==> src/spi_pkg.sv <==
package spi_pkg;

    // SPI timing and framing constants
    localparam int SPI_MODE          = 0;  // Mode 0 keeps CPOL and CPHA low
    localparam int CLKS_PER_HALF_BIT = 2;  // System clocks per SCLK half period
    localparam int MAX_BYTES_PER_CS  = 4;  // Longest burst under one CS low
    localparam int CS_INACTIVE_CLKS  = 2;  // Min CS high time between frames
    localparam int TX_QUEUE_DEPTH    = 8;  // Host request slots

    // Derived from the mode number
    localparam logic SPI_CPOL = (SPI_MODE == 2) || (SPI_MODE == 3);  // SCLK idle level
    localparam logic SPI_CPHA = (SPI_MODE == 1) || (SPI_MODE == 3);  // Capture on trailing edge

    // Derived widths
    localparam int COUNT_W        = $clog2(MAX_BYTES_PER_CS + 1);
    localparam int EDGES_PER_BYTE = 16;                          // Two SCLK edges per bit
    localparam int EDGE_W         = $clog2(EDGES_PER_BYTE + 1);
    localparam int HALF_CNT_W     = $clog2(CLKS_PER_HALF_BIT + 1);
    localparam int GAP_W          = $clog2(CS_INACTIVE_CLKS + 1);
    localparam int QUEUE_PTR_W    = $clog2(TX_QUEUE_DEPTH);
    localparam int QUEUE_CNT_W    = $clog2(TX_QUEUE_DEPTH + 1);

    // One host request
    typedef struct packed {
        logic [COUNT_W-1:0] count;  // Bytes in frame read only on first byte
        logic [7:0]         data;   // Byte for MOSI
    } tx_req_t;

    // One received byte and its place in the frame
    typedef struct packed {
        logic [COUNT_W-1:0] index;
        logic [7:0]         data;
    } rx_beat_t;

    // Outgoing SPI pins
    typedef struct packed {
        logic sclk;
        logic mosi;
        logic cs_n;  // Active low
    } spi_pins_t;

    typedef enum logic [1:0] {CS_IDLE, CS_TRANSFER, CS_GAP} cs_state_e;

    typedef enum logic {SH_IDLE, SH_SHIFT} shift_state_e;

endpackage

==> src/spi_cs_sequencer.sv <==
`timescale 1ns/1ps

module spi_cs_sequencer (
    input  logic               i_Clk,
    input  logic               i_Rst_L,

    // Requests from the queue
    input  spi_pkg::tx_req_t   i_Req,
    input  logic               i_Req_Valid,  // One-cycle strobe
    output logic               o_TX_Ready,   // Level forced low during strobe

    // Received bytes
    output spi_pkg::rx_beat_t  o_Rx,
    output logic               o_Rx_Valid,

    // SPI pins
    input  logic               i_SPI_MISO,
    output spi_pkg::spi_pins_t o_Spi
);

    import spi_pkg::*;

    cs_state_e          r_state;
    logic               r_cs_n;
    logic [COUNT_W-1:0] r_tx_count;  // Bytes left after the current one
    logic [COUNT_W-1:0] r_rx_index;  // Position of next RX byte in frame
    logic [GAP_W-1:0]   r_gap_cnt;

    logic       w_eng_ready;
    logic       w_rx_dv;
    logic [7:0] w_rx_byte;
    logic       w_sclk;
    logic       w_mosi;

    // Bit-level engine takes the forwarded strobe directly
    spi_shift_engine u_engine (
        .i_Clk      (i_Clk),
        .i_Rst_L    (i_Rst_L),
        .i_TX_Byte  (i_Req.data),
        .i_TX_DV    (i_Req_Valid),
        .o_TX_Ready (w_eng_ready),
        .o_RX_DV    (w_rx_dv),
        .o_RX_Byte  (w_rx_byte),
        .o_SPI_Clk  (w_sclk),
        .i_SPI_MISO (i_SPI_MISO),
        .o_SPI_MOSI (w_mosi)
    );

    // Chip-select FSM
    always_ff @(posedge i_Clk or negedge i_Rst_L) begin
        if (!i_Rst_L) begin
            r_state    <= CS_IDLE;
            r_cs_n     <= 1'b1;
            r_tx_count <= '0;
            r_gap_cnt  <= GAP_W'(CS_INACTIVE_CLKS);
        end else begin
            case (r_state)
                CS_IDLE: begin
                    if (i_Req_Valid) begin
                        r_tx_count <= i_Req.count - 1'b1;  // First byte already going
                        r_cs_n     <= 1'b0;
                        r_state    <= CS_TRANSFER;
                    end
                end

                CS_TRANSFER: begin
                    if (w_eng_ready) begin
                        if (r_tx_count != '0) begin
                            // CS held low until next byte shows up
                            if (i_Req_Valid) begin
                                r_tx_count <= r_tx_count - 1'b1;
                            end
                        end else begin
                            r_cs_n    <= 1'b1;  // Frame done
                            r_gap_cnt <= GAP_W'(CS_INACTIVE_CLKS);
                            r_state   <= CS_GAP;
                        end
                    end
                end

                CS_GAP: begin
                    if (r_gap_cnt != '0) begin
                        r_gap_cnt <= r_gap_cnt - 1'b1;
                    end else begin
                        r_state <= CS_IDLE;
                    end
                end

                default: begin
                    r_cs_n  <= 1'b1;
                    r_state <= CS_IDLE;
                end
            endcase
        end
    end

    // RX index restarts every frame
    always_ff @(posedge i_Clk or negedge i_Rst_L) begin
        if (!i_Rst_L) begin
            r_rx_index <= '0;
        end else if (r_cs_n) begin
            r_rx_index <= '0;
        end else if (w_rx_dv) begin
            r_rx_index <= r_rx_index + 1'b1;
        end
    end

    // Idle, or mid-frame with engine free and bytes left, and no strobe in flight
    assign o_TX_Ready = ((r_state == CS_IDLE) ||
                         (r_state == CS_TRANSFER && w_eng_ready && r_tx_count != '0))
                        && !i_Req_Valid;

    assign o_Rx.index = r_rx_index;
    assign o_Rx.data  = w_rx_byte;
    assign o_Rx_Valid = w_rx_dv;

    assign o_Spi.sclk = w_sclk;
    assign o_Spi.mosi = w_mosi;
    assign o_Spi.cs_n = r_cs_n;

    // Queue only issues after seeing ready
    a_req_after_ready : assert property (
        @(posedge i_Clk) disable iff (!i_Rst_L)
        i_Req_Valid |-> $past(o_TX_Ready)
    );

    // Frame opening needs a nonzero burst length
    a_count_nonzero : assert property (
        @(posedge i_Clk) disable iff (!i_Rst_L)
        (i_Req_Valid && r_state == CS_IDLE) |-> (i_Req.count != '0)
    );

endmodule

==> src/spi_master_top.sv <==
`timescale 1ns/1ps

module spi_master_top (
    input  logic               i_Clk,
    input  logic               i_Rst_L,

    // Host request port
    input  logic               i_Wr_Valid,
    input  spi_pkg::tx_req_t   i_Wr_Req,
    output logic               o_Queue_Full,

    // Received bytes as one pulse each
    output spi_pkg::rx_beat_t  o_Rx,
    output logic               o_Rx_Valid,

    // SPI pins
    input  logic               i_SPI_MISO,
    output spi_pkg::spi_pins_t o_Spi
);

    import spi_pkg::*;

    tx_req_t w_req;        // Popped request
    logic    w_req_valid;  // Strobe into sequencer
    logic    w_tx_ready;   // Sequencer can take a byte

    // Request buffer
    spi_tx_queue u_queue (
        .i_Clk        (i_Clk),
        .i_Rst_L      (i_Rst_L),
        .i_Wr_Valid   (i_Wr_Valid),
        .i_Wr_Req     (i_Wr_Req),
        .o_Queue_Full (o_Queue_Full),
        .i_Rd_Ready   (w_tx_ready),
        .o_Req        (w_req),
        .o_Req_Valid  (w_req_valid)
    );

    // CS framing plus shift engine
    spi_cs_sequencer u_seq (
        .i_Clk        (i_Clk),
        .i_Rst_L      (i_Rst_L),
        .i_Req        (w_req),
        .i_Req_Valid  (w_req_valid),
        .o_TX_Ready   (w_tx_ready),
        .o_Rx         (o_Rx),
        .o_Rx_Valid   (o_Rx_Valid),
        .i_SPI_MISO   (i_SPI_MISO),
        .o_Spi        (o_Spi)
    );

endmodule

==> src/spi_shift_engine.sv <==
`timescale 1ns/1ps

module spi_shift_engine (
    input  logic       i_Clk,
    input  logic       i_Rst_L,

    // Byte request from the sequencer
    input  logic [7:0] i_TX_Byte,
    input  logic       i_TX_DV,      // One-cycle strobe with i_TX_Byte
    output logic       o_TX_Ready,   // High while idle

    // Received byte
    output logic       o_RX_DV,      // One-cycle pulse after last edge
    output logic [7:0] o_RX_Byte,

    // SPI lines
    output logic       o_SPI_Clk,
    input  logic       i_SPI_MISO,
    output logic       o_SPI_MOSI
);

    import spi_pkg::*;

    shift_state_e          r_state;
    logic [HALF_CNT_W-1:0] r_half_cnt;    // Clocks within current half bit
    logic [EDGE_W-1:0]     r_edges_left;  // SCLK edges still to produce
    logic                  r_sclk;
    logic                  r_mosi;
    logic [7:0]            r_tx_shift;    // Bits not yet on MOSI
    logic [7:0]            r_rx_shift;    // Bits gathered from MISO

    logic w_half_done;
    logic w_edge;
    logic w_leading;
    logic w_trailing;
    logic w_shift_edge;
    logic w_capture_edge;

    // Edge decode
    assign w_half_done = (r_half_cnt == HALF_CNT_W'(CLKS_PER_HALF_BIT - 1));
    assign w_edge      = (r_state == SH_SHIFT) && (r_edges_left != '0) && w_half_done;

    // Leading edge moves SCLK away from its idle level
    assign w_leading  = w_edge && (r_sclk == SPI_CPOL);
    assign w_trailing = w_edge && (r_sclk != SPI_CPOL);

    // CPHA picks which edge launches and which samples
    assign w_shift_edge   = SPI_CPHA ? w_leading  : w_trailing;
    assign w_capture_edge = SPI_CPHA ? w_trailing : w_leading;

    // Byte FSM with half-bit divider and edge counter
    always_ff @(posedge i_Clk or negedge i_Rst_L) begin
        if (!i_Rst_L) begin
            r_state      <= SH_IDLE;
            r_half_cnt   <= '0;
            r_edges_left <= '0;
            r_sclk       <= SPI_CPOL;  // Idle level
            o_RX_DV      <= 1'b0;
        end else begin
            o_RX_DV <= 1'b0;  // Pulse by default off
            case (r_state)
                SH_IDLE: begin
                    if (i_TX_DV) begin
                        r_state      <= SH_SHIFT;
                        r_half_cnt   <= '0;
                        r_edges_left <= EDGE_W'(EDGES_PER_BYTE);
                    end
                end

                SH_SHIFT: begin
                    if (r_edges_left == '0) begin
                        // Last edge went out on the previous clock
                        r_state <= SH_IDLE;
                        o_RX_DV <= 1'b1;
                    end else if (w_half_done) begin
                        r_half_cnt   <= '0;
                        r_sclk       <= ~r_sclk;            // Next SCLK edge
                        r_edges_left <= r_edges_left - 1'b1;
                    end else begin
                        r_half_cnt <= r_half_cnt + 1'b1;
                    end
                end

                default: r_state <= SH_IDLE;
            endcase
        end
    end

    // MOSI launch
    always_ff @(posedge i_Clk or negedge i_Rst_L) begin
        if (!i_Rst_L) begin
            r_mosi <= 1'b0;
        end else if (r_state == SH_IDLE && i_TX_DV) begin
            if (!SPI_CPHA) begin
                r_mosi <= i_TX_Byte[7];  // MSB must be set up before first edge
            end
        end else if (w_shift_edge) begin
            r_mosi <= r_tx_shift[7];
        end
    end

    // Transmit shift register sends MSB first
    always_ff @(posedge i_Clk) begin
        if (r_state == SH_IDLE && i_TX_DV) begin
            if (SPI_CPHA) begin
                r_tx_shift <= i_TX_Byte;
            end else begin
                r_tx_shift <= {i_TX_Byte[6:0], 1'b0};  // Bit 7 already on MOSI
            end
        end else if (w_shift_edge) begin
            r_tx_shift <= {r_tx_shift[6:0], 1'b0};
        end
    end

    // MISO sampled on capture edge
    always_ff @(posedge i_Clk) begin
        if (w_capture_edge) begin
            r_rx_shift <= {r_rx_shift[6:0], i_SPI_MISO};
        end
    end

    assign o_TX_Ready = (r_state == SH_IDLE);
    assign o_RX_Byte  = r_rx_shift;  // Complete when o_RX_DV pulses
    assign o_SPI_Clk  = r_sclk;
    assign o_SPI_MOSI = r_mosi;

    // RX valid is a single-cycle pulse
    a_rx_dv_pulse : assert property (
        @(posedge i_Clk) disable iff (!i_Rst_L)
        o_RX_DV |=> !o_RX_DV
    );

    // Sequencer must not strobe mid-byte
    a_no_strobe_busy : assert property (
        @(posedge i_Clk) disable iff (!i_Rst_L)
        i_TX_DV |-> (r_state == SH_IDLE)
    );

endmodule

==> src/spi_tx_queue.sv <==
`timescale 1ns/1ps

module spi_tx_queue (
    input  logic             i_Clk,
    input  logic             i_Rst_L,

    // Host write side
    input  logic             i_Wr_Valid,
    input  spi_pkg::tx_req_t i_Wr_Req,
    output logic             o_Queue_Full,

    // Sequencer read side
    input  logic             i_Rd_Ready,   // Sequencer ready level
    output spi_pkg::tx_req_t o_Req,
    output logic             o_Req_Valid   // One-cycle pulse per pop
);

    import spi_pkg::*;

    tx_req_t                r_mem [TX_QUEUE_DEPTH];
    logic [QUEUE_PTR_W-1:0] r_wr_ptr;
    logic [QUEUE_PTR_W-1:0] r_rd_ptr;
    logic [QUEUE_CNT_W-1:0] r_count;  // Occupancy

    logic w_push;
    logic w_pop;
    logic w_empty;

    assign o_Queue_Full = (r_count == QUEUE_CNT_W'(TX_QUEUE_DEPTH));
    assign w_empty      = (r_count == '0);
    assign w_push       = i_Wr_Valid && !o_Queue_Full;  // Full write dropped
    assign w_pop        = i_Rd_Ready && !w_empty && !o_Req_Valid;

    // Pointers and occupancy
    always_ff @(posedge i_Clk or negedge i_Rst_L) begin
        if (!i_Rst_L) begin
            r_wr_ptr    <= '0;
            r_rd_ptr    <= '0;
            r_count     <= '0;
            o_Req_Valid <= 1'b0;
        end else begin
            o_Req_Valid <= w_pop;  // Presented the clock after the pop
            if (w_push) begin
                r_wr_ptr <= (r_wr_ptr == QUEUE_PTR_W'(TX_QUEUE_DEPTH - 1)) ? '0
                                                                          : r_wr_ptr + 1'b1;
            end
            if (w_pop) begin
                r_rd_ptr <= (r_rd_ptr == QUEUE_PTR_W'(TX_QUEUE_DEPTH - 1)) ? '0
                                                                          : r_rd_ptr + 1'b1;
            end
            if (w_push && !w_pop) begin
                r_count <= r_count + 1'b1;
            end else if (w_pop && !w_push) begin
                r_count <= r_count - 1'b1;
            end
        end
    end

    // Storage and output register
    always_ff @(posedge i_Clk) begin
        if (w_push) begin
            r_mem[r_wr_ptr] <= i_Wr_Req;
        end
        if (w_pop) begin
            o_Req <= r_mem[r_rd_ptr];
        end
    end

    a_no_overflow : assert property (
        @(posedge i_Clk) disable iff (!i_Rst_L)
        r_count <= QUEUE_CNT_W'(TX_QUEUE_DEPTH)
    );

endmodule

==> config.mk <==
export PLATFORM = sky130hd
export DESIGN_NAME = spi_master_top
export DESIGN_NICKNAME = d
export VERILOG_FILES = /design/src/spi_pkg.sv /design/src/spi_cs_sequencer.sv /design/src/spi_master_top.sv /design/src/spi_shift_engine.sv /design/src/spi_tx_queue.sv
export SDC_FILE = /design/constraint.sdc
export NUM_CORES = 1
export LEC_CHECK = 0
export ABC_CLOCK_PERIOD_IN_PS = 3450
export BUFFER_PORTS_ARGS = -buffer_cell sky130_fd_sc_hd__buf_2
export CORE_ASPECT_RATIO = 2
export CORE_MARGIN = 2
export CORE_UTILIZATION = 55
export CTS_BUF_LIST = sky130_fd_sc_hd__clkbuf_8
export DETAILED_ROUTE_END_ITERATION = 16
export GPL_ROUTABILITY_DRIVEN = 0
export GPL_TIMING_DRIVEN = 0
export HOLD_SLACK_MARGIN = 0.02
export PLACE_DENSITY = 0.73
export SLEW_MARGIN = 20
export SYNTH_ARGS = -nofsm -noshare
export SYNTH_HDL_FRONTEND = slang
export SYNTH_SLANG_ARGS = --single-unit
==> constraint.sdc <==
create_clock -name i_Clk -period 3.45 [get_ports i_Clk]
set_input_delay 0.1725 -clock i_Clk [delete_from_list [all_inputs] [get_ports i_Clk]]
set_output_delay 0.1725 -clock i_Clk [all_outputs]
set_load 0.03 [all_outputs]
==> flow_summary.json, run 1 <==
{
  "clock_latency_ps": 440,
  "grt_overflow_total": 0,
  "dr.pass1.iters": 4,
  "cp_max_fo": 16,
  "nets": 445,
  "clock-sinks": 147,
  "ant_nets": 0,
  "power_density_nw_per_um2": 876,
  "crit_type": "flop to flop",
  "wirelength_mm": 9.96,
  "p_leak_nw": 2.58,
  "rows": 54,
  "cts_buffer_depth": 2,
  "cp.required_ps": 3810,
  "sw_frac_of_total_pct": 33.7,
  "slew_headroom_pct": 45.0,
  "die_y_um": 152,
  "synth.mux.area_fraction_pct": 12.1,
  "area_delta_synth_final_pct": 14.9,
  "outcome": "finished clean",
  "clkTransAtPathRegs_ps": 90,
  "drv_slew": 0,
  "drive_above_1_share_pct": 27.0,
  "worstSetupEndpointType": "flop",
  "grt_pass1_vias": 3220,
  "synth_top_family_by_area": "multiplexers",
  "syn_area_per_cell_um2": 17.1,
  "hold_depth": 3,
  "synthFlopType": "edfxtp_1",
  "power.internal_mw": 4.02,
  "yosys.area.top_type_share_pct": 56.8,
  "core_area_um2": 10800,
  "yosys-top-cells-count": "edfxtp_1 (114), nand2_1 (37), dfrtp_1 (31)",
  "maxCapViolations": 0,
  "finalHoldViolations": 0,
  "port_buffers": 30,
  "reg2regPathDepth": 11,
  "p_seq_share_pct": 45.2,
  "synth_most_common_cell": "edfxtp_1",
  "io_pins": 31,
  "synth_adder_area_share_pct": 2.83,
  "r2r_slack_ps": 400,
  "yosysTopAreaCell": "edfxtp_1",
  "grt_max_degree": 34,
  "finalSetupTns_ps": 0,
  "dp_hpwl_mm": 6.73,
  "yosysUniqueCellTypes": 47,
  "die_x_um": 78,
  "vias": 3057,
  "track_usage_pct": 18.2,
  "netlist_top_cells_area": "edfxtp_1 (57%), dfrtp_1 (13%), mux4_2 (6.0%)",
  "ctsHoldBuffers": 13,
  "cts_buffers": 17,
  "vias_per_cell": 5.36,
  "skew_ps": 13.4,
  "layoutNonFillerInstCount": 570,
  "root_buffer": "clkbuf_8",
  "syn_area_um2": 6020,
  "remaining_drc_errors": 0,
  "cts_tree": "built",
  "fmax_mhz": 328,
  "combPwrFrac_pct": 33.1,
  "yosysSeqAreaShare_pct": 70.6,
  "diodes": 0,
  "hold_path.class": "input port to flop",
  "period_share_pct": 88.3,
  "detail_route.wl_per_cell_um": 17.5,
  "synth-edff-count": 114,
  "post-cts-setup-buffers": 0,
  "cts_resized": 0,
  "setup_viol": 0,
  "initial_core_util_pct": 55.7,
  "placed_cells": 525,
  "netlist_instances": 353,
  "synth-async-reset-ratio_pct": 22.4,
  "finalCriticalPeriod_ps": 3050,
  "rsz0062_at_grt": "no",
  "grt_pass1_wl_mm": 16.0,
  "startpoint_type": "flop",
  "fillerInstances": 796,
  "synth-simple-area-share_pct": 7.42,
  "cts_max_level": 4,
  "syn_nets": 381,
  "die_area_um2": 11900,
  "synth-xor-area-share_pct": 1.02,
  "peakVddDrop_uv": 445,
  "ys_warn_count": 0,
  "worstMarginPinSlew_ps": 822,
  "ys_ff_latch": 147,
  "drtIter0Drc": 161,
  "worstPathArrival_ps": 3410,
  "p_switching_mw": 2.04,
  "synth_compound_area_share_pct": 3.47,
  "antenna_found_initial": 0,
  "p_clk_share_pct": 21.7
}
[registers in the layout (all words and copies together), names as in the netlist, 2 cells and up]
| register | count |
|---|---|
| u_queue.r_mem | 88 |
| u_queue.r_wr_ptr | 3 |
| u_seq.r_tx_count | 3 |
| u_seq.r_gap_cnt | 2 |
| u_seq.r_rx_index | 3 |
| u_queue.o_Req | 11 |
| u_seq.u_engine.r_edges_left | 5 |
| u_seq.u_engine.r_tx_shift | 7 |
| u_seq.r_state | 2 |
| u_seq.u_engine.o_RX_Byte | 8 |
| u_seq.u_engine.r_half_cnt | 2 |
| u_queue.r_count | 4 |
| u_queue.r_rd_ptr | 3 |
[critical path, stage by stage, from the launching register on]
cell and delay, ps:
dfrtp_1 470, nor3_1 120, a211o_1 340, a211oi_4 660
inv_1 120, ha_1 240, inv_1 130, ha_1 290
a21oi_1 190, a21oi_1 90, o21bai_1 190, xnor2_1 140
[placed cells by master (no fill, tap or decap), drive strengths merged]
cell         instances
a211o                2
a211oi               2
a21oi                5
a31oi                2
a41oi                1
and2                 3
and3                 3
buf                 42
bufinv               1
clkbuf              22
clkinv               7
dfrtp               31
dfstp                2
dlygate4sd3         13
edfxtp             114
fa                   1
ha                  12
inv                 17
mux2                15
mux2i                4
mux4                22
nand2               37
nand2b               6
nand3                7
nand3b               1
nor2                17
nor2b                4
nor3                 5
nor4                 2
nor4b                2
o21a                 2
o21ai               11
o21bai               1
o22a                 1
o31ai                2
o41ai                1
or3                  1
or4b                 2
xnor2                5
xor2                 2
[metrics by stage]
step | hold slack [ps] | util (%) | total power, mW | area (um^2) | worst slack [ps]
2_1_floorplan | -123 | - | 4.27 | 6020 | 810
3_3_place_gp | 277 | 58.7 | 4.70 | 6350 | 486
6_report | 54.4 | 64.0 | 6.06 | 6920 | 402
4_1_cts | 29.9 | 64.0 | 6.15 | 6920 | 357
5_1_grt | 72.0 | 64.0 | 6.43 | 6920 | 102
3_5_place_dp | 286 | 59.1 | 4.82 | 6390 | 368
[worst paths after layout]
| kind | start | end |
|---|---|---|
| worst min-delay path | i_Wr_Valid | u_queue.r_wr_ptr[1] |
| max in group asynchronous | i_Rst_L | u_seq.u_engine.r_state |
| worst min register to register | u_seq.u_engine.o_RX_Byte[5] | u_seq.u_engine.o_RX_Byte[6] |
| worst max register to register | u_queue.r_count[0] | u_queue.r_count[3] |
| min in group asynchronous | i_Rst_L | u_queue.r_wr_ptr[1] |
| worst max-delay path | u_queue.r_count[0] | u_queue.r_count[3] |
[power groups by stage]
stage | clock network [mW] | registers [mW] | logic (mW)
floorplan | 0 | 2.76 | 1.51
global placement | 0 | 2.76 | 1.94
detailed placement | 0 | 2.78 | 2.03
CTS | 1.35 | 2.75 | 2.05
global route | 1.41 | 2.80 | 2.22
finish | 1.32 | 2.74 | 2.01
[cell families after synthesis]
logic type | count (synthesis)
flip-flops | 147
XOR/XNOR | 7
AND/OR/NAND/NOR | 90
multiplexers | 41
AO/OA/AOI/OAI | 30
adder cells (fa/ha/maj) | 13
buffers and inverters | 25
[metal layers]
layer  routed length (um)  global-route usage [%]  share of wire (%)
met3                  244                    4.45                2.5
met1                 3870                    19.7                 39
met2                 5640                    32.8                 57
met4                  197                    8.10                2.0
met5                    0                       0                  0
[area by class of cell]
| class | instances | area, um^2 | share of cell area [%] |
|---|---|---|---|
| repair buffers | 45 | 295 | 4.27 |
| flip-flops and latches | 147 | 4250 | 61.4 |
| clock buffers | 17 | 234 | 3.38 |
| well taps | 140 | 175 | 2.53 |
| clock inverters | 15 | 170 | 2.46 |
| plain buffers | 15 | 120 | 1.74 |
| inverters | 10 | 37.5 | 0.542 |
| multi-input cells | 181 | 1640 | 23.7 |
Note: power is estimated with default switching activity, not from simulation.
==> inputs of run 2 (changes only) <==
Settings changed: CORE_UTILIZATION 55 to 63, PLACE_DENSITY 0.73 to 0.82.
==> run 2 against run 1 <==
  * Core utilization grew 9.8 points
  * Worst setup slack gained 32 ps
  * Cell count shrank 6.3%
  * Via count grew 4.3%
  * Count of clock-buffer cells in the layout grew 1
  * Largest power group unchanged
==> flow_summary.json, run 2 (synthesized netlist as in run 1, its figures left out) <==
{
  "track_usage_pct": 22.2,
  "skew_ps": 11.4,
  "grt_pass1_wl_mm": 16.5,
  "grt_overflow_total": 0,
  "worstSetupEndpointType": "flop",
  "finalSetupTns_ps": 0,
  "cts_max_level": 4,
  "hold_path_startpoint": "i_Wr_Valid",
  "drtIter0Drc": 174,
  "ant_nets": 0,
  "fillerInstances": 564,
  "maxCapViolations": 0,
  "clock-sinks": 147,
  "drv_slew": 0,
  "clkTransAtPathRegs_ps": 80,
  "regMostFlops": "u_queue.r_mem",
  "top_layer": "met4",
  "reg2regPathDepth": 11,
  "cts_buffer_depth": 2,
  "layout_common_cells": "edfxtp_1 (114), nand2_1 (37), buf_2 (31), dfrtp_1 (31), clkbuf_8 (18)",
  "fmax_mhz": 332,
  "finalHoldViolations": 0,
  "cts_tree": "built",
  "dr.pass1.iters": 5,
  "outcome": "finished clean",
  "period_share_pct": 87.4,
  "hold_depth": 3,
  "die_x_um": 73.1,
  "rsz0062_at_grt": "no",
  "cp.required_ps": 3780,
  "remaining_drc_errors": 0,
  "m1WireLength_mm": 3.76,
  "die_y_um": 142,
  "worstMarginPinSlew_ps": 850,
  "cts_buffers": 17,
  "place_area_um2": 6340,
  "root_buffer": "clkbuf_8",
  "dp_hpwl_mm": 7.12,
  "slew_headroom_pct": 43.1,
  "cp_max_fo": 16,
  "crit_chain": "nor3_1 -> a211o_1 -> a211oi_4 -> inv_1 -> ha_1 -> inv_1 -> ha_1 -> a21oi_1 -> and3_1 -> o21bai_1 -> xnor2_1",
  "core_area_um2": 9320,
  "hold_path.class": "input port to flop",
  "power_density_nw_per_um2": 891,
  "wl_met2_mm": 6.09,
  "detail_route.wl_per_cell_um": 19.3,
  "peakVddDrop_uv": 555,
  "reg2reg_from": "u_queue.r_count[0]",
  "crit_type": "flop to flop",
  "final_area_um2": 6880,
  "area_delta_synth_final_pct": 14.3,
  "wirelength_mm": 10.3,
  "diodes": 0,
  "port_buffers": 30,
  "r2r_slack_ps": 430,
  "r2r-end": "u_queue.r_count[3]",
  "rows": 50,
  "p_leak_nw": 2.59,
  "cpMaxStageDelayCell": "a211oi_4",
  "vias": 3189,
  "vias_per_cell": 5.97,
  "setup_viol": 0,
  "antenna_found_initial": 0,
  "place_ws_ps": 427,
  "worstPathArrival_ps": 3340,
  "crit_start": "u_queue.r_count[0]",
  "drive_above_1_share_pct": 26.7,
  "grt_max_degree": 34,
  "finalCriticalPeriod_ps": 3020,
  "final_common_cell": "edfxtp_1",
  "die_area_um2": 10400,
  "grt_pass1_vias": 3400,
  "startpoint_type": "flop",
  "nets": 445,
  "clock_latency_ps": 440,
  "io_pins": 31,
  "largest_reg_flops": 88,
  "met3_length_um": 298,
  "hold_end": "u_queue.r_wr_ptr[1]",
  "setup_slack_ps": 434,
  "max_stage_delay_ps": 680,
  "initial_core_util_pct": 64.6
}
-- run 2: layout make-up --
type / instances / area (um^2) / share of cell area, %
tap: 104 / 130 / 1.89
timing repair buffer: 45 / 295 / 4.29
clock buffer: 18 / 248 / 3.60
multi-input combinational: 181 / 1640 / 23.8
sequential: 147 / 4250 / 61.8
buffer: 15 / 120 / 1.74
clock inverter: 14 / 163 / 2.36
inverter: 10 / 37.5 / 0.545
-- run 2: power breakdown --
part / total [mW] / internal, mW / switching (mW) / leakage (nW)
clock: 1.35 / 0.731 / 0.624 / 0.212
sequential: 2.75 / 2.48 / 0.273 / 1.45
combinational: 2.02 / 0.934 / 1.09 / 0.928
total: 6.13 / 4.14 / 1.99 / 2.59
-- run 2: routing by layer --
| metal | global-route usage (%) | vias up |
|---|---|---|
| met5 | 0 | - |
| met4 | 8.87 | 0 |
| met3 | 5.74 | 17 |
| met2 | 40.4 | 69 |
| met1 | 23.8 | 1632 |
| li1 | - | 1471 |
-- run 2: worst max-delay path by stage --
stage / to / slack [ps] / depth (start not counted)
after floorplan: u_queue.r_count[3] / 810 / 11
after global placement: u_queue.r_count[3] / 530 / 11
after detailed placement: u_queue.r_count[3] / 430 / 11
after CTS: u_queue.r_count[3] / 410 / 11
after global routing: u_queue.r_count[3] / 190 / 11
final: u_queue.r_count[3] / 430 / 11
-- run 2: worst max-delay path, delay by kind of cell (launching register included) --
kind,cells,cell delay [ps]
xor+xnor,1,120
simple gates,2,270
buf+inv,2,250
flops,1,460
fa+ha+maj,2,520
compound gates,4,1280
-- run 2: what timing repair did --
action,4_1_cts,5_1_grt
hold buffers,13,0
buffers inserted,0,0
hold endpoints to repair,120,0
resized for setup,0,0
-- run 2: through the flow --
step	power [mW]	util, %	hold WS (ps)	std cells
6_report	6.13	73.9	52.0	534
5_1_grt	6.49	73.9	31.4	534
4_1_cts	6.20	73.8	22.2	534
3_5_place_dp	4.83	68.0	283	489
3_3_place_gp	4.67	67.6	263	487
2_1_floorplan	4.27	-	-123	353
==> inputs of run 3 (changes only) <==
--- a/config.mk
+++ b/config.mk
@@ -9,5 +9,7 @@
 export BUFFER_PORTS_ARGS = -buffer_cell sky130_fd_sc_hd__buf_2
+export CELL_PAD_IN_SITES_DETAIL_PLACEMENT = 0
+export CELL_PAD_IN_SITES_GLOBAL_PLACEMENT = 1
 export CORE_ASPECT_RATIO = 2
 export CORE_MARGIN = 2
-export CORE_UTILIZATION = 63
+export CORE_UTILIZATION = 54
 export CTS_BUF_LIST = sky130_fd_sc_hd__clkbuf_8
@@ -17,3 +19,4 @@
 export HOLD_SLACK_MARGIN = 0.02
-export PLACE_DENSITY = 0.82
+export PLACE_DENSITY_LB_ADDON = 0.1
+export SETUP_SLACK_MARGIN = 0.1
 export SLEW_MARGIN = 20
==> constraint.sdc (replaced) <==
create_clock -name i_Clk -period 3.45 [get_ports i_Clk]
set_input_delay 0.69 -clock i_Clk [delete_from_list [all_inputs] [get_ports i_Clk]]
set_output_delay 0.69 -clock i_Clk [all_outputs]
set_load 0.03 [all_outputs]
==> run 3 against run 2 <==
  * Sequential cell count is the same
  * Global-route usage shrank 3.5 points
  * Clock skew grew 3.0 ps
  * Cell count grew 4.3%
  * Routed wire length shrank 2.6%
  * Worst setup slack lost 34 ps
  * Core utilization shrank 12 points
  * Design area shrank 1.8%
  * Largest power group unchanged
==> flow_summary.json, run 3 (synthesized netlist as in run 1, its figures left out) <==
{
  "outcome": "finished clean",
  "regMostFlops": "u_queue.r_mem",
  "period_share_pct": 88.4,
  "initial_core_util_pct": 55.4,
  "cp.required_ps": 3790,
  "grt_max_degree": 34,
  "cts_buffer_depth": 2,
  "clkTransAtPathRegs_ps": 90,
  "die_y_um": 153,
  "root_buffer": "clkbuf_8",
  "antenna_found_initial": 0,
  "fillerInstances": 850,
  "place_area_um2": 6390,
  "cts_max_level": 4,
  "rows": 54,
  "area_delta_synth_final_pct": 12.3,
  "port_buffers": 30,
  "cts_tree": "built",
  "cp_max_fo": 16,
  "io_pins": 31,
  "slew_headroom_pct": 42.1,
  "clock-sinks": 147,
  "grt_overflow_total": 0,
  "core_area_um2": 10900,
  "fmax_mhz": 328,
  "grt_pass1_vias": 3268,
  "peakVddDrop_uv": 463,
  "die_area_um2": 12100,
  "crit_chain": "nor3_1 -> a211o_1 -> a211oi_4 -> inv_1 -> ha_1 -> inv_1 -> ha_1 -> a21oi_1 -> and3_1 -> o21bai_1 -> xnor2_1",
  "dp_hpwl_mm": 6.86,
  "skew_ps": 14.4,
  "rsz0062_at_grt": "no",
  "critPathBufInv": 2,
  "postLayoutCoreUtil_pct": 62.2,
  "max_stage_delay_ps": 690,
  "worstPathArrival_ps": 3390,
  "setup_viol": 0,
  "drv_slew": 0,
  "track_usage_pct": 18.7,
  "vias": 3057,
  "wirelength_mm": 10.1,
  "nets": 432,
  "hold_path.class": "input port to async pin",
  "largest_reg_flops": 88,
  "crit_type": "flop to flop",
  "ant_nets": 0,
  "p_leak_nw": 2.51,
  "finalHoldViolations": 0,
  "finalCriticalPeriod_ps": 3050,
  "ctsHoldBuffers": 0,
  "worstSetupEndpointType": "flop",
  "grt_pass1_wl_mm": 16.6,
  "die_x_um": 78.7,
  "drtIter0Drc": 127,
  "worstMarginPinSlew_ps": 866,
  "drive_above_1_share_pct": 28.1,
  "layout_common_cells": "edfxtp_1 (114), nand2_1 (37), buf_2 (31), dfrtp_1 (31), clkbuf_8 (17)",
  "post-cts-setup-buffers": 0,
  "final_area_um2": 6760,
  "diodes": 0,
  "power_density_nw_per_um2": 887,
  "final_common_cell": "edfxtp_1",
  "remaining_drc_errors": 0,
  "crit_family": "compound AO/OA/AOI/OAI gates",
  "vias_per_cell": 5.49,
  "maxCapViolations": 0,
  "detail_route.wl_per_cell_um": 18.0,
  "startpoint_type": "flop",
  "dr.pass1.iters": 4,
  "cts_buffers": 17,
  "cpMaxStageDelayCell": "a211oi_4",
  "placed_cells": 525,
  "cts_resized": 0,
  "finalSetupTns_ps": 0,
  "clock_latency_ps": 440,
  "layoutNonFillerInstCount": 557
}
## run 3: changes by cell type in the layout (fill, tap and decap cells not counted)
| cell | before | now |
|---|---|---|
| inv_1 | 12 | 10 |
| clkbuf_8 | 18 | 17 |
| inv_8 | 0 | 5 |
| clkinv_2 | 3 | 1 |
| inv_6 | 2 | 6 |
| dlygate4sd3_1 | 13 | 0 |
| bufinv_16 | 3 | 0 |
| clkinvlp_4 | 2 | 1 |
## run 3: layout make-up
class / instances / area [um^2] / area share, %
buffer: 15 / 120 / 1.78
timing repair buffer: 32 / 165 / 2.44
tap: 140 / 175 / 2.59
inverter: 10 / 37.5 / 0.555
sequential: 147 / 4250 / 62.9
multi-input combinational: 181 / 1640 / 24.2
clock inverter: 15 / 139 / 2.05
clock buffer: 17 / 234 / 3.46
## run 3: report_power, final
part | internal, mW | switching (mW)
logic | 0.926 | 1.08
clock network | 0.535 | 0.714
registers | 2.48 | 0.264
## run 3: stage by stage
stage | hold slack, ps | total power [mW] | setup slack, ps
floorplan | 394 | 4.27 | 810
global placement | 430 | 4.73 | 305
detailed placement | 437 | 4.83 | 389
CTS | 317 | 6.08 | 372
global route | 363 | 6.38 | 159
finish | 301 | 6.00 | 400
## run 3: path summary, 6_finish.rpt
kind	start	end	slack [ps]	cells after the start
hold / removal	i_Rst_L	u_queue.r_count[2]	300	1
min in group i_Clk	i_SPI_MISO	u_seq.u_engine.o_RX_Byte[0]	420	1
setup / recovery	u_queue.r_count[0]	u_queue.r_count[3]	400	11
max in group asynchronous	i_Rst_L	u_queue.r_rd_ptr[2]	2650	1
hold reg to reg	u_seq.u_engine.o_RX_Byte[6]	u_seq.u_engine.o_RX_Byte[7]	460	0
setup reg to reg	u_queue.r_count[0]	u_queue.r_count[3]	400	11
## run 3: routing by layer
metal  global-route usage [%]  share of wire (%)  routed length, um  vias to the layer above
li1                         -                  -                  -                     1448
met1                     20.1                 38               3810                     1549
met2                     34.7                 58               5850                       44
met3                     4.07                2.2                220                       16
met4                     7.27                1.7                174                        0
met5                        0                  0                  0                        -
## run 3: worst reg2reg max path: cells and delay by family, from the launching register on
family          cells  cell delay (ps)
compound gates      4             1290
fa+ha+maj           2              520
flops               1              480
simple gates        2              290
buf+inv             2              250
xor+xnor            1              120
